### src/logic/ddr3_protocol_pkg.sv
package ddr3_protocol_pkg;

  // pin widths
  localparam int ADDR_WIDTH = 13;
  localparam int BA_WIDTH   = 2;
  localparam int DATA_WIDTH = 16;
  localparam int MASK_WIDTH = 2;
  localparam int BYTE_WIDTH = DATA_WIDTH / MASK_WIDTH;

  localparam int BURST_BIT = 12; // a[12] high selects BL8, else BC4

  // latencies counted from the command edge
  localparam int READ_LATENCY  = 9; // CL 6 + AL 3
  localparam int WRITE_LATENCY = 8; // CWL 5 + AL 3

  localparam int SHORT_BURST = 4;
  localparam int LONG_BURST  = 8;

  // {cs_n, ras_n, cas_n, we_n}
  typedef enum logic [3:0] {
    MRS       = 4'b0000,
    REFRESH   = 4'b0001,
    PRECHARGE = 4'b0010,
    ACTIVATE  = 4'b0011,
    WRITE     = 4'b0100,
    READ      = 4'b0101,
    ZQC       = 4'b0110,
    NOP       = 4'b0111,
    DES       = 4'b1000  // any code with cs_n high
  } ddr3_opcode_e;

  // command and address pins, sampled every rising edge
  typedef struct packed {
    logic                  cs_n;
    logic                  ras_n;
    logic                  cas_n;
    logic                  we_n;
    logic [BA_WIDTH-1:0]   ba;
    logic [ADDR_WIDTH-1:0] a;
  } mem_cmd_t;

  // one write beat; mask bit high keeps that byte
  typedef struct packed {
    logic [DATA_WIDTH-1:0] data;
    logic [MASK_WIDTH-1:0] mask;
  } wr_beat_t;

endpackage

### src/logic/model_pkg.sv
package model_pkg;

  import ddr3_protocol_pkg::*;

  // geometry of the modelled device, kept small
  localparam int ROW_WIDTH  = 4;
  localparam int COL_WIDTH  = 6;
  localparam int BANK_COUNT = 4;

  localparam int BEAT_WIDTH = $clog2(LONG_BURST);

  // sequencer and bank stages take the remaining cycles
  localparam int READ_DELAY  = READ_LATENCY - 3;
  localparam int WRITE_DELAY = WRITE_LATENCY - 1;

  // delayed read or write, one per burst
  typedef struct packed {
    logic                 valid;
    logic [BA_WIDTH-1:0]  bank;
    logic [COL_WIDTH-1:0] col;
    logic                 long_burst;
  } burst_cmd_t;

  // single beat access to one bank
  typedef struct packed {
    logic                 valid;
    logic [BA_WIDTH-1:0]  bank;
    logic [COL_WIDTH-1:0] col;
  } bank_access_t;

  typedef struct packed {
    logic                 valid;
    logic [BA_WIDTH-1:0]  bank;
    logic [ROW_WIDTH-1:0] row;
  } activate_t;

endpackage

### src/logic/command_pipeline.sv
`timescale 1ns/10ps

module command_pipeline
  import ddr3_protocol_pkg::*;
  import model_pkg::*;
(
  input  logic       ck,
  input  logic       reset_n,
  input  mem_cmd_t   cmd,
  output activate_t  activate,
  output burst_cmd_t rd_cmd,
  output burst_cmd_t wr_cmd
);

  mem_cmd_t     cmd_q;
  ddr3_opcode_e opcode;
  burst_cmd_t   rd_in;
  burst_cmd_t   wr_in;

  // cmd_q is the first delay stage, so each line is one shorter
  burst_cmd_t rd_line [READ_DELAY-1];
  burst_cmd_t wr_line [WRITE_DELAY-1];

  always_ff @(posedge ck)
  begin
    if (!reset_n)
      cmd_q <= '{cs_n: 1'b1, ras_n: 1'b1, cas_n: 1'b1, we_n: 1'b1, default: '0};
    else
      cmd_q <= cmd;
  end

  always_comb
  begin
    if (cmd_q.cs_n)
      opcode = DES; // deselect regardless of the other strobes
    else
      opcode = ddr3_opcode_e'({cmd_q.cs_n, cmd_q.ras_n, cmd_q.cas_n, cmd_q.we_n});
  end

  // activate needs no delay
  assign activate = '{valid: (opcode == ACTIVATE), bank: cmd_q.ba,
                      row: cmd_q.a[ROW_WIDTH-1:0]};

  assign rd_in = '{valid: (opcode == READ), bank: cmd_q.ba,
                   col: cmd_q.a[COL_WIDTH-1:0], long_burst: cmd_q.a[BURST_BIT]};
  assign wr_in = '{valid: (opcode == WRITE), bank: cmd_q.ba,
                   col: cmd_q.a[COL_WIDTH-1:0], long_burst: cmd_q.a[BURST_BIT]};

  // plain shift lines, several commands may be in flight
  always_ff @(posedge ck)
  begin
    if (!reset_n)
    begin
      for (int i = 0; i < READ_DELAY - 1; i++)
        rd_line[i] <= '0;
      for (int i = 0; i < WRITE_DELAY - 1; i++)
        wr_line[i] <= '0;
    end
    else
    begin
      rd_line[0] <= rd_in;
      for (int i = 1; i < READ_DELAY - 1; i++)
        rd_line[i] <= rd_line[i-1];
      wr_line[0] <= wr_in;
      for (int i = 1; i < WRITE_DELAY - 1; i++)
        wr_line[i] <= wr_line[i-1];
    end
  end

  assign rd_cmd = rd_line[READ_DELAY-2];
  assign wr_cmd = wr_line[WRITE_DELAY-2];

endmodule

### config.mk
export PLATFORM = sky130hd
export DESIGN_NAME = command_pipeline
export DESIGN_NICKNAME = d
export VERILOG_FILES = /design/src/logic/ddr3_protocol_pkg.sv /design/src/logic/model_pkg.sv /design/src/logic/command_pipeline.sv
export SDC_FILE = /design/constraint.sdc
export NUM_CORES = 1
export LEC_CHECK = 0
export BUFFER_PORTS_ARGS = -buffer_cell sky130_fd_sc_hd__buf_2
export CAP_MARGIN = 10
export CELL_PAD_IN_SITES_DETAIL_PLACEMENT = 0
export CELL_PAD_IN_SITES_GLOBAL_PLACEMENT = 2
export CORE_AREA = 2 2 83 85
export DETAILED_ROUTE_END_ITERATION = 7
export DIE_AREA = 0 0 85 87
export MAX_ROUTING_LAYER = met4
export PLACE_DENSITY_LB_ADDON = 0.1
export REMOVE_ABC_BUFFERS = 1
export SKIP_CTS_REPAIR_TIMING = 1
export SLEW_MARGIN = 20
export SYNTH_ARGS = -nofsm -noshare
export SYNTH_HDL_FRONTEND = slang
export SYNTH_SLANG_ARGS = --single-unit
### constraint.sdc
create_clock -name ck -period 1.4 [get_ports ck]
set_clock_uncertainty 0.05 [all_clocks]
set_input_delay 0.14 -clock ck [delete_from_list [all_inputs] [get_ports ck]]
set_output_delay 0.14 -clock ck [all_outputs]
set_load 0.01 [all_outputs]
# After elaboration in Yosys (flattened, before gate mapping)
# Memory sizes are Yosys's and may differ from the RTL's.
# Index checks and enable logic that the tools add are counted.
# word_totals
rom_bits	0
in_bits	21
output_inout_bits	27
memories	2
latch_bits	0
register_bits	19
ram_bits	110
elab_cells	36
# classes
shift	0
n_eq_ne	3
n_lt_le_gt_ge	0
reduce_logical	0
bitwise_logic	11
n_mux	14
add_sub_neg	0
n_div	0
mul	0
# mem_list
memory	words	word_bits	read_ports	rd_ports_with_merged_regs	wr	line	text
wr_line	6	10	6	0	6	command_pipeline.sv:22	burst_cmd_t wr_line [WRITE_DELAY-1];
rd_line	5	10	5	0	5	command_pipeline.sv:21	burst_cmd_t rd_line [READ_DELAY-1];
# op_table
cell	count
$mux W10	11
$or A1 B1 Y1	11
$eq A4 B3 Y1 const B	2
$eq A4 B2 Y1 const B	1
$mux W4	1
$mux W1	2

# Longest topological paths before layout
# depth
ltp_word	3
depth_mapped	3
depth_no_buf	2

# Worst setup path after synthesis
# OpenSTA, ideal clock, no wires.
# synth_timing
kind	reg-to-output
start	register cmd_q[18] (netlist name)
end	output activate[6] (netlist name)
required_ns	1.210
arrival_time_ns	0.762
setup_slack_ns	0.448
path_buffers	0
stages_incl_launch_ff	2
path_cell_list	dfxtp_1 -> nor4bb_1
# synth_lines
item	line	text
from (decl)	command_pipeline.sv:15	mem_cmd_t cmd_q;
from (signal assigned)	command_pipeline.sv:29	cmd_q <= cmd;
to (decl)	command_pipeline.sv:10	output activate_t activate,

==> qor.yml <==
run_status:
  status: "finished, final reports clean"
pwr:
  p_leak_nw: 1.22
  power_density_mw_per_mm2: 1390
  ir_drop_v: 0.000577
worst_setup_path:
  cp_max_fo: 3
  cpPeakStageDelay_ns: 0.34
  reg2reg_depth: 2
  critical_path_depth: 2
  path_cells: "nor4bb_2 -> buf_2"
  worst_path_max_delay_cell: "dfxtp_1"
  required_ns: 1.21
  worst-setup-path-type: "flip-flop to primary output"
  worst_r2r_startpoint: "cmd_q[17]$_SDFF_PN1_"
  end_kind: "primary output"
  path_buf_inv: 1
  crit_start: "cmd_q[18]$_SDFF_PN1_"
  path_delay_family: "flip-flops"
  rrSetupSlack_ns: 0.66
  critPathLaunchType: "flip-flop"
  cp.arrival_ns: 1.10
drt:
  drt_first_iter_violations: 62
  drc: 0
  viasPerCell: 3.76
  wirelength_mm: 2.56
  drt-pass1-iter-count: 4
  avgRoutedWirePerCell_um: 8.33
  final_antenna_net_count: 0
  vias: 1154
floorplan:
  io_pins: 48
  rows: 30
  die_h_um: 87
  die_x_um: 85
  core_area_mm2: 0.00657
  initial_core_util_pct: 35.7
  fp.dieArea_mm2: 0.00740
placed_design:
  gp_congestion: 0.638
  io_buffers: 41
  place_inst: 280
synth:
  yosys.area.top_type: "dfxtp_1"
  synthTopCellsByArea: "dfxtp_1 67%, and2_1 19%, buf_4 8.3%, buf_6 1.9%, nand2b_1 1.1%"
  syn-cell-area_mm2: 0.00234
  synth_cell_types: 10
  yosys.area.top_type_share_pct: 66.6
  synth_seq_cells: 78
  synthCells: 192
  ys_seq_area_share_pct: 66.6
  avgSynthCellArea_um2: 12.2
  ys_warn_count: 0
flow_run:
  drv_cap: 0
layout:
  area_growth_pct: 15.2
  drive_gt1_share_pct: 25.1
  final_common_cell: "dfxtp_1"
  nFillCells: 639
  nNetsFinal: 245
  final_cell_mix: "78 x dfxtp_1, 72 x and2_1, 41 x buf_2"
  stdcell_count: 307
  antennaDiodeCount: 0
grt:
  grt_antenna_before_repair: 0
  grt_max_degree: 78
  gr-total-overflow: 0
  track_usage_pct: 7.99
  grt_pass1_wl_mm: 4.35
  grt_pass1_vias: 1061
sta:
  fmax_mhz: 773
  finalHoldViolCount: 0
  setup_viol: 0
  final.min_clock_period_ns: 1.29
  tns_ns: 0
  tightest_slew_ns: 0.236
  rsz0062_at_grt: "no"
  fin_crit_sh_pct: 92.4
  slew_headroom_pct: 84.3
  drv_slew: 0
clocking:
  cts_buffers: 9
  cts-root-buf: "clkbuf_8"
  insertion_delay_ns: 0.32
  clock_sinks: 78
  clockBufferDepth: 2
  htreeDepth: 3
  cts_tree: "yes"
  clkTransAtPathRegs_ns: 0.07
hold_path:
  hold_path_depth: 3
  hold_start: "reset_n"
  hold_class: "input port to flip-flop"
## cell type report
class                      count  area (um^2)  area share, %
clock buffer                  12          145           5.37
sequential                    78         1560           57.8
timing repair buffer          55          355           13.2
clock inverter                 2         10.0          0.371
multi-input combinational     80          529           19.6
tap                           80          100           3.71
## power by group
group          switching, mW  internal [mW]  total (mW)
clock network          0.681          0.668        1.35
logic                 0.0506         0.0783       0.129
registers             0.0141           2.27        2.28
total                  0.746           3.01        3.76
## sequential cells by signal, summed over array words and instances (netlist names)
register and flops:
wr_line 60, cmd_q 7, activate 6, rd_line 5
## worst min-delay path: stages
cell	delay [ns]
buf_2	0.11
buf_12	0.18
nand2b_1	0.09
## metrics by stage
stage	util, %	power, mW	hold WS, ns	worst slack (ns)	area [um^2]
after floorplan	-	2.37	0.163	0.448	2080
after global placement	36.7	2.43	0.269	0.467	2410
after detailed placement	36.7	2.43	0.279	0.452	2410
after CTS	39.0	3.81	-0.0729	0.0775	2560
after global routing	41.1	3.94	0.192	0.0228	2700
final	41.1	3.76	0.183	0.107	2700
## worst paths after layout
kind / endpoint
max: activate[6]
min reg2reg: wr_line[0][49]$_SDFF_PN0_
max reg2reg: rd_line[0][9]$_SDFF_PN0_
min: cmd_q[17]$_SDFF_PN1_
## cells in the mapped netlist (all sizes together)
library cell	instances
nor3	1
nor3b	1
nand3b	1
buf	34
and2	72
nor4bb	1
dfxtp	78
nand2b	4
## cells by family (layout without fill, tap and decap cells)
kind of cell	Yosys count	in the layout	share of synthesized area (%)
buf+inv	34	69	11.1
simple gates	80	80	22.3
flops	78	78	66.6
## routing by layer
metal | global-route usage, % | share of wire [%] | vias up
met4 | 6.93 | 1.5 | 0
met3 | 3.32 | 6.9 | 4
li1 | - | - | 617
met5 | - | 0 | -
met2 | 11.2 | 41 | 34
met1 | 8.64 | 50 | 499
Power figures use the tool's default switching activity.
